File: src/source/n163_cfg.svh
// fixed by the N163 board; register counts and windows must match the decoders that use them
`ifndef N163_CFG_SVH
`define N163_CFG_SVH

// register file size
`define N163_CHR_REGS 12
`define N163_PRG_REGS 3

// 0xE000-0xFFFF always maps here
`define N163_PRG_FIXED_BANK 6'h3f

// work RAM lands at the top of the PRG space
`define N163_WRAM_PAGE 9'h1e0

// CHR bank values 0xE0 and up go to nametable RAM
`define N163_CIRAM_TOP 3'b111

// counter byte prefixes on cpu address bits 15:11
`define N163_IRQ_LO_ADDR 5'b01010
`define N163_IRQ_HI_ADDR 5'b01011

`endif
File: src/source/n163_pkg.sv
// widths follow the NES buses and the N163 pinout; none of them are meant to be changed
package n163_pkg;

	// cpu side
	typedef logic [15:0] cpu_addr_t;
	typedef logic [7:0] cpu_data_t;

	// ppu side, 16 KB pattern + nametable space
	typedef logic [13:0] ppu_addr_t;

	// 8 KB PRG bank number
	typedef logic [5:0] prg_bank_t;

	// 1 KB CHR bank number
	typedef logic [7:0] chr_bank_t;

	// bit 15 enables counting, 14:0 is the count
	typedef logic [15:0] irq_count_t;

	// external memory addresses
	typedef logic [21:0] prg_addr_t; // up to 4 MB
	typedef logic [17:0] chr_addr_t; // 256 KB

endpackage

File: src/source/n163_bus_if.sv
// cpu bus accesses complete in one clk20 cycle with ce high; the bank set is written by one owner only
`include "n163_cfg.svh"

interface n163_cpu_bus_if;

	logic ce; // one-cycle access strobe
	logic write; // level, low means read
	n163_pkg::cpu_addr_t addr;
	n163_pkg::cpu_data_t data;

	modport sink (
		input ce,
		input write,
		input addr,
		input data
	);

endinterface

interface n163_bank_if;

	n163_pkg::chr_bank_t chr_bank [`N163_CHR_REGS];
	n163_pkg::prg_bank_t prg_bank [`N163_PRG_REGS];
	logic [1:0] chr_ram_en; // one bit per pattern table half

	modport owner (
		output chr_bank,
		output prg_bank,
		output chr_ram_en
	);

	modport user (
		input chr_bank,
		input prg_bank,
		input chr_ram_en
	);

endinterface

File: src/source/n163_mapper.sv
// no sound, savestates or mirroring variants; cpu accesses are one-cycle ce strobes and never stall
module n163_mapper
	import n163_pkg::*;
(
	input logic clk20,
	input logic reset,
	input logic cpu_ce,
	input logic cpu_write,
	input cpu_addr_t cpu_addr,
	input cpu_data_t cpu_din,
	input ppu_addr_t ppu_addr,
	output prg_addr_t prg_addr,
	output logic prg_allow,
	output cpu_data_t prg_dout,
	output logic prg_oe,
	output chr_addr_t chr_addr,
	output logic ciram_ce,
	output logic irq
);

	irq_count_t count;

	n163_cpu_bus_if cpu_bus ();
	n163_bank_if banks ();

	assign cpu_bus.ce = cpu_ce;
	assign cpu_bus.write = cpu_write;
	assign cpu_bus.addr = cpu_addr;
	assign cpu_bus.data = cpu_din;

	n163_bank_regs u_bank_regs (
		.clk20 (clk20),
		.reset (reset),
		.bus (cpu_bus),
		.banks (banks)
	);

	n163_irq_counter u_irq_counter (
		.clk20 (clk20),
		.reset (reset),
		.bus (cpu_bus),
		.count (count),
		.irq (irq)
	);

	// address maps react in the same cycle as a bank write
	n163_addr_map u_addr_map (
		.bus (cpu_bus),
		.banks (banks),
		.count (count),
		.ppu_addr (ppu_addr),
		.prg_addr (prg_addr),
		.prg_allow (prg_allow),
		.prg_dout (prg_dout),
		.prg_oe (prg_oe),
		.chr_addr (chr_addr),
		.ciram_ce (ciram_ce)
	);

endmodule

File: src/source/n163_addr_map.sv
// purely combinational; outputs follow the cpu and ppu addresses without ce, readback only covers the counter
`include "n163_cfg.svh"

module n163_addr_map
	import n163_pkg::*;
(
	n163_cpu_bus_if.sink bus,
	n163_bank_if.user banks,
	input irq_count_t count,
	input ppu_addr_t ppu_addr,
	output prg_addr_t prg_addr,
	output logic prg_allow,
	output cpu_data_t prg_dout,
	output logic prg_oe,
	output chr_addr_t chr_addr,
	output logic ciram_ce
);

	localparam logic [4:0] LO_PFX = `N163_IRQ_LO_ADDR;
	localparam logic [4:0] HI_PFX = `N163_IRQ_HI_ADDR;

	logic is_wram;
	logic is_reg;
	logic read;
	prg_bank_t prg_sel;
	prg_bank_t prg_bank;
	chr_bank_t chr_bank;
	logic ciram_top;
	logic ram_en;

	assign read = !bus.write;
	assign is_wram = (bus.addr[15:13] == 3'b011); // 6000-7fff
	assign is_reg = (bus.addr[15:12] == LO_PFX[4:1]); // 5000-5fff

	always_comb begin
		case (bus.addr[14:13])
			2'd0: prg_sel = banks.prg_bank[0];
			2'd1: prg_sel = banks.prg_bank[1];
			2'd2: prg_sel = banks.prg_bank[2];
			default: prg_sel = `N163_PRG_FIXED_BANK;
		endcase
	end

	// below 8000 the low bank bits are forced off
	assign prg_bank = prg_sel & {4'b1111, {2{bus.addr[15]}}};

	assign prg_addr = is_wram ? {`N163_WRAM_PAGE, bus.addr[12:0]}
		: {3'b000, prg_bank, bus.addr[12:0]};
	assign prg_allow = (bus.addr[15] && read) || is_wram;

	assign prg_oe = read && (is_reg || is_wram || bus.addr[15]);

	always_comb begin
		case (bus.addr[15:11])
			LO_PFX: prg_dout = count[7:0];
			HI_PFX: prg_dout = count[15:8];
			default: prg_dout = bus.data;
		endcase
	end

	// upper 8 KB reuses registers 8-11 twice
	always_comb begin
		if (ppu_addr[13]) begin
			chr_bank = banks.chr_bank[{2'b10, ppu_addr[11:10]}];
		end else begin
			chr_bank = banks.chr_bank[{1'b0, ppu_addr[12:10]}];
		end
	end

	assign chr_addr = {chr_bank, ppu_addr[9:0]};

	assign ciram_top = (chr_bank[7:5] == `N163_CIRAM_TOP);
	assign ram_en = ppu_addr[12] ? banks.chr_ram_en[1] : banks.chr_ram_en[0];

	// pattern tables can keep e0+ as rom when the half's enable bit is set
	assign ciram_ce = ppu_addr[13] ? ciram_top : (ciram_top && !ram_en);

endmodule

File: src/source/n163_irq_counter.sv
// counter steps once per ce cycle and stops at 0x7fff with the enable set; irq stays until a 0x5xxx access
`include "n163_cfg.svh"

module n163_irq_counter
	import n163_pkg::*;
(
	input logic clk20,
	input logic reset,
	n163_cpu_bus_if.sink bus,
	output irq_count_t count,
	output logic irq
);

	localparam logic [4:0] LO_PFX = `N163_IRQ_LO_ADDR;
	localparam logic [4:0] HI_PFX = `N163_IRQ_HI_ADDR;

	irq_count_t count_next;
	logic count_up;
	logic lo_wr;
	logic hi_wr;
	logic ack;

	assign count_next = count + 16'd1;
	assign count_up = count[15] & ~&count[14:0]; // holds at ffff
	assign lo_wr = bus.write && (bus.addr[15:11] == LO_PFX);
	assign hi_wr = bus.write && (bus.addr[15:11] == HI_PFX);

	// reads clear it too
	assign ack = (bus.addr[15:12] == LO_PFX[4:1]);

	always_ff @(posedge clk20) begin
		if (reset) begin
			count <= '0;
			irq <= 1'b0;
		end else if (bus.ce) begin
			if (ack) begin
				irq <= 1'b0;
			end else if (count == 16'hffff) begin
				irq <= 1'b1;
			end

			// each byte loads on its own, the other keeps counting
			if (lo_wr) begin
				count[7:0] <= bus.data;
			end else if (count_up) begin
				count[7:0] <= count_next[7:0];
			end

			if (hi_wr) begin
				count[15:8] <= bus.data;
			end else if (count_up) begin
				count[15:8] <= count_next[15:8];
			end
		end
	end

endmodule

File: src/source/n163_bank_regs.sv
// only cpu writes in 0x8000-0xF7FF are decoded; mirroring bits at 0xE000 and the sound port are ignored
`include "n163_cfg.svh"

module n163_bank_regs
	import n163_pkg::*;
(
	input logic clk20,
	input logic reset,
	n163_cpu_bus_if.sink bus,
	n163_bank_if.owner banks
);

	logic wr_en;
	logic [3:0] chr_idx;
	logic chr_hit;

	assign wr_en = bus.ce && bus.write;

	// 2 KB steps over 0x8000-0xDFFF, one chr register each
	always_comb begin
		chr_idx = 4'd0;
		chr_hit = 1'b0;
		if (bus.addr[15:14] == 2'b10) begin
			chr_idx = {1'b0, bus.addr[13:11]}; // 8000-b800
			chr_hit = 1'b1;
		end else if (bus.addr[15:13] == 3'b110) begin
			chr_idx = {2'b10, bus.addr[12:11]}; // c000-d800
			chr_hit = 1'b1;
		end
	end

	always_ff @(posedge clk20) begin
		if (reset) begin
			for (int i = 0; i < `N163_CHR_REGS; i++) begin
				banks.chr_bank[i] <= '0;
			end
			for (int j = 0; j < `N163_PRG_REGS; j++) begin
				banks.prg_bank[j] <= '0;
			end
			banks.chr_ram_en <= 2'b00;
		end else if (wr_en) begin
			if (chr_hit) begin
				banks.chr_bank[chr_idx] <= chr_bank_t'(bus.data);
			end
			case (bus.addr[15:11])
				5'b11100: banks.prg_bank[0] <= bus.data[5:0]; // e000
				5'b11101: begin // e800
					banks.prg_bank[1] <= bus.data[5:0];
					banks.chr_ram_en <= bus.data[7:6];
				end
				5'b11110: banks.prg_bank[2] <= bus.data[5:0]; // f000
				default: ; // f800 sound, below 8000 not ours
			endcase
		end
	end

endmodule

File: config.mk
export PLATFORM = sky130hd
export DESIGN_NAME = n163_mapper
export DESIGN_NICKNAME = d
export VERILOG_FILES = /design/src/source/n163_pkg.sv /design/src/source/n163_bus_if.sv /design/src/source/n163_mapper.sv /design/src/source/n163_addr_map.sv /design/src/source/n163_irq_counter.sv /design/src/source/n163_bank_regs.sv
export VERILOG_INCLUDE_DIRS = /design/src /design/src/source
export SDC_FILE = /design/constraint.sdc
export NUM_CORES = 1
export LEC_CHECK = 0
export BUFFER_PORTS_ARGS = -buffer_cell sky130_fd_sc_hd__buf_2
export CAP_MARGIN = 0
export CORE_AREA = 2 2 101 176
export CTS_CLUSTER_SIZE = 8
export DETAILED_ROUTE_END_ITERATION = 16
export DIE_AREA = 0 0 103 178
export SYNTH_ARGS = -nofsm -noshare
export SYNTH_HDL_FRONTEND = slang
export SYNTH_SLANG_ARGS = --single-unit
export TNS_END_PERCENT = 20
File: constraint.sdc
create_clock -name clk20 -period 9.2 [get_ports clk20]
set_input_delay 2.3 -clock clk20 [delete_from_list [all_inputs] [get_ports clk20]]
set_output_delay 2.3 -clock clk20 [all_outputs]
set_load 0.005 [all_outputs]
==> results.json <==
{
  "status": "finished clean",
  "synth_edf_count": 0,
  "insertion_delay_ps": 410,
  "setup_viol": 0,
  "antenna_cells": 0,
  "die_h_um": 178,
  "grt_max_degree": 80,
  "clk_pin_slew_worst_paths_ps": 60,
  "synthSimpleGateAreaFrac_pct": 16.6,
  "cp_top_family": "multiplexers",
  "via_count": 5151,
  "layoutNonFillerInstCount": 929,
  "syn_to_final_growth_pct": 10.7,
  "crit_fanout": 24,
  "cap_violations": 0,
  "rsz0062_at_grt": "false",
  "nets": 732,
  "cts_max_level": 4,
  "rr_endpoint": "u_irq_counter.count[7]",
  "min_period_ps": 6440,
  "power_density_nw_per_um2": 181,
  "antenna_found_initial": 0,
  "fin_setup_tns_ps": 0,
  "crit_chain": "buf_2, mux4_2, mux2_2, a21oi_1, nor3b_1, buf_2",
  "fin_ws_ps": 2760,
  "synth_top_family_by_area": "multiplexers",
  "gp_congestion": 0.857,
  "syn_avg_cell_area_um2": 9.44,
  "drtPass1Iterations": 5,
  "maxSlewViolCount": 0,
  "post-route-util_pct": 43.8,
  "synth.yosys.seq_area_share_pct": 39.9,
  "synthMuxAreaShare_pct": 27.9,
  "netlist_area_um2": 6680,
  "final_area_um2": 7390,
  "leakagePower_nw": 2.71,
  "wl_per_cell_um": 18.9,
  "whs_endpoint": "u_bank_regs.banks.chr_bank[25]",
  "cts.repair.resized": 0,
  "power.total_mw": 1.34,
  "rows": 63,
  "dominantRegCellSynth": "dfxtp_1",
  "ys_warn_count": 0,
  "relSlewSlack_pct": 10.6,
  "start_util_pct": 39.6,
  "cp_data_required_time_ps": 6900,
  "cts_sinks": 133,
  "numPortBuffers": 51,
  "hold_violations": 0,
  "seqCellArea_um2": 2660,
  "overflow": 0,
  "critPathLaunch": "ppu_addr[10]",
  "synth-compound-area-share_pct": 8.30,
  "preCtsSetupSlack_ps": 2700,
  "crit_path_start_kind": "primary input",
  "core_um2": 16900,
  "hold_path_depth": 2,
  "pin_count": 94,
  "grt_pass1_wl_um": 27600,
  "dpl-instance-area_um2": 6790,
  "ir_drop_v": 0.000123,
  "multi_input_area_um2": 3550,
  "vias_per_cell": 5.54,
  "async_reset_ff_share_pct": 0,
  "die-area_um2": 18300,
  "routed_wl_um": 17600,
  "post-place-cells": 897,
  "cts_tree": "yes",
  "synth-adder-area-share_pct": 0.187,
  "reg2reg_setup_slack_ps": 6730,
  "cts_hold_buf": 0,
  "max_stage_delay_ps": 620,
  "die_w_um": 103,
  "worst_path_max_delay_cell": "buf_2",
  "hpwlAfterDp_um": 12200,
  "tightest_slew_ps": 1340,
  "arrival_ps": 4140,
  "critPathKind": "in -> out",
  "drtIter0Drc": 275,
  "period_share_pct": 70.0,
  "r2r_cells": 6,
  "layout-drive-gt1-share_pct": 19.2,
  "crit_buf_inv": 2,
  "min_from": "u_bank_regs.banks.chr_bank[25]",
  "worst_setup_path_end_kind": "output pin",
  "syn-num-nets": 750,
  "postCtsSetupRepairBufs": 0,
  "cts_buffers": 17,
  "drc": 0,
  "nFillCells": 1674,
  "synthDistinctLibCells": 57,
  "r2r_start": "u_irq_counter.count[0]",
  "synth-seq-cells": 133,
  "synth_cells": 707,
  "grt.total_usage_pct": 19.7,
  "fmax_ghz": 0.155,
  "hold_class": "reg -> reg",
  "hold-worst-slack_ps": 456,
  "first_global_vias": 5203,
  "path_common_cell": "buf_2",
  "fin_skew_ps": 5.89,
  "root_buffer": "clkbuf_16",
  "synth-xor-area-share_pct": 0,
  "ant_nets": 0,
  "cts_buffer_depth": 2
}
## flip-flops by register name, summed over array words and instances (netlist names)
register	cells
u_irq_counter.count	16
u_bank_regs.banks.chr_ram_en	2
u_bank_regs.banks.prg_bank	18
u_irq_counter.irq	1
u_bank_regs.banks.chr_bank	96
## layer usage
layer	up-vias	track usage (%)	routed length [µm]
met4	0	9.05	553
met1	2508	22.0	6810
met5	-	0	0
met3	43	2.86	681
met2	174	35.9	9550
li1	2426	-	-
## power by group
part | total [mW] | switching, mW | internal [mW]
Sequential | 0.579 | 0.00125 | 0.578
Clock | 0.682 | 0.265 | 0.417
Combinational | 0.0742 | 0.0510 | 0.0232
## logic make-up (layout without fill, tap and decap cells)
group           after synthesis  in the layout
simple gates                241            241
mux                         152            152
fa+ha+maj                     1              1
compound gates               86             86
buf+inv                      94             89
flops                       133            133
## worst max path at each step
stage                        end  slack [ps]  cells past startpoint
CTS                     ciram_ce        2700                      6
global placement        ciram_ce        2740                      6
global route            ciram_ce        2550                      7
detailed placement      ciram_ce        2700                      6
finish                  ciram_ce        2760                      6
floorplan           chr_addr[10]        3040                      6
## synthesized netlist by cell type (2+ instances only)
cell type  count  area, µm²
nor3_1         6       30.0
o221a_2        2       22.5
nor3b_1        2       15.0
o41ai_1        2       17.5
nand2_1       41        154
a21o_1         3       22.5
buf_1         11       41.3
and4_1         3       26.3
a31oi_1        2       12.5
a21oi_1       33        165
buf_4         26        195
o21ai_0       20        100
inv_1          2       7.51
and3_1         5       31.3
buf_2         14       70.1
mux2_2         4       45.0
dfxtp_1      133       2660
a211oi_1       3       22.5
or4_1          2       15.0
nand4_1        3       18.8
nand3_1       23        115
and2_1         5       31.3
or2_2          2       12.5
nor4bb_1       2       20.0
mux4_2        27        608
nor2_1       121        454
or3_1          2       12.5
nor2b_1        5       31.3
nand2b_1       7       43.8
mux2i_1      121       1210
clkbuf_1      39        146
nor2_2         7       43.8
o211ai_1       3       22.5
nor4_1         2       12.5
a32o_1         2       20.0
## worst register-to-register path: stages, from the launching register on
cell     delay, ps
dfxtp_1        490
ha_1           280
inv_2           80
or4_1          700
o311a_4        450
nor2b_1        140
a32o_1         220
## cell type report
type | instances | area share [%]
clock buffers | 19 | 6.13
well taps | 227 | 3.84
multi-input cells | 480 | 48.0
clock inverters | 13 | 2.00
flip-flops and latches | 133 | 36.0
repair buffers | 54 | 3.79
inverters | 3 | 0.152
## cell usage in the layout, fill, tap and decap left out, drive strengths merged, types with 2 or more instances in the layout
cell | synthesis | routed
bufinv | 0 | 2
and3 | 5 | 5
nor3b | 2 | 2
o41ai | 2 | 2
clkinvlp | 0 | 4
clkbuf | 39 | 19
mux2i | 121 | 121
a21oi | 33 | 33
o221a | 2 | 2
mux2 | 4 | 4
buf | 52 | 54
a21o | 3 | 3
clkinv | 0 | 3
nor4 | 2 | 2
dfxtp | 133 | 133
or4 | 2 | 2
and2 | 5 | 5
nand2b | 7 | 7
nor2 | 128 | 128
a211oi | 3 | 3
nand2 | 41 | 41
a32o | 2 | 2
or3 | 2 | 2
and4 | 3 | 3
or2 | 2 | 2
nor4bb | 2 | 2
nor2b | 5 | 5
nor3 | 8 | 8
mux4 | 27 | 27
inv | 3 | 7
nand3 | 23 | 23
o21ai | 20 | 20
nand4 | 4 | 4
o211ai | 3 | 3
a31oi | 2 | 2
Power figures use the tool's default switching activity.
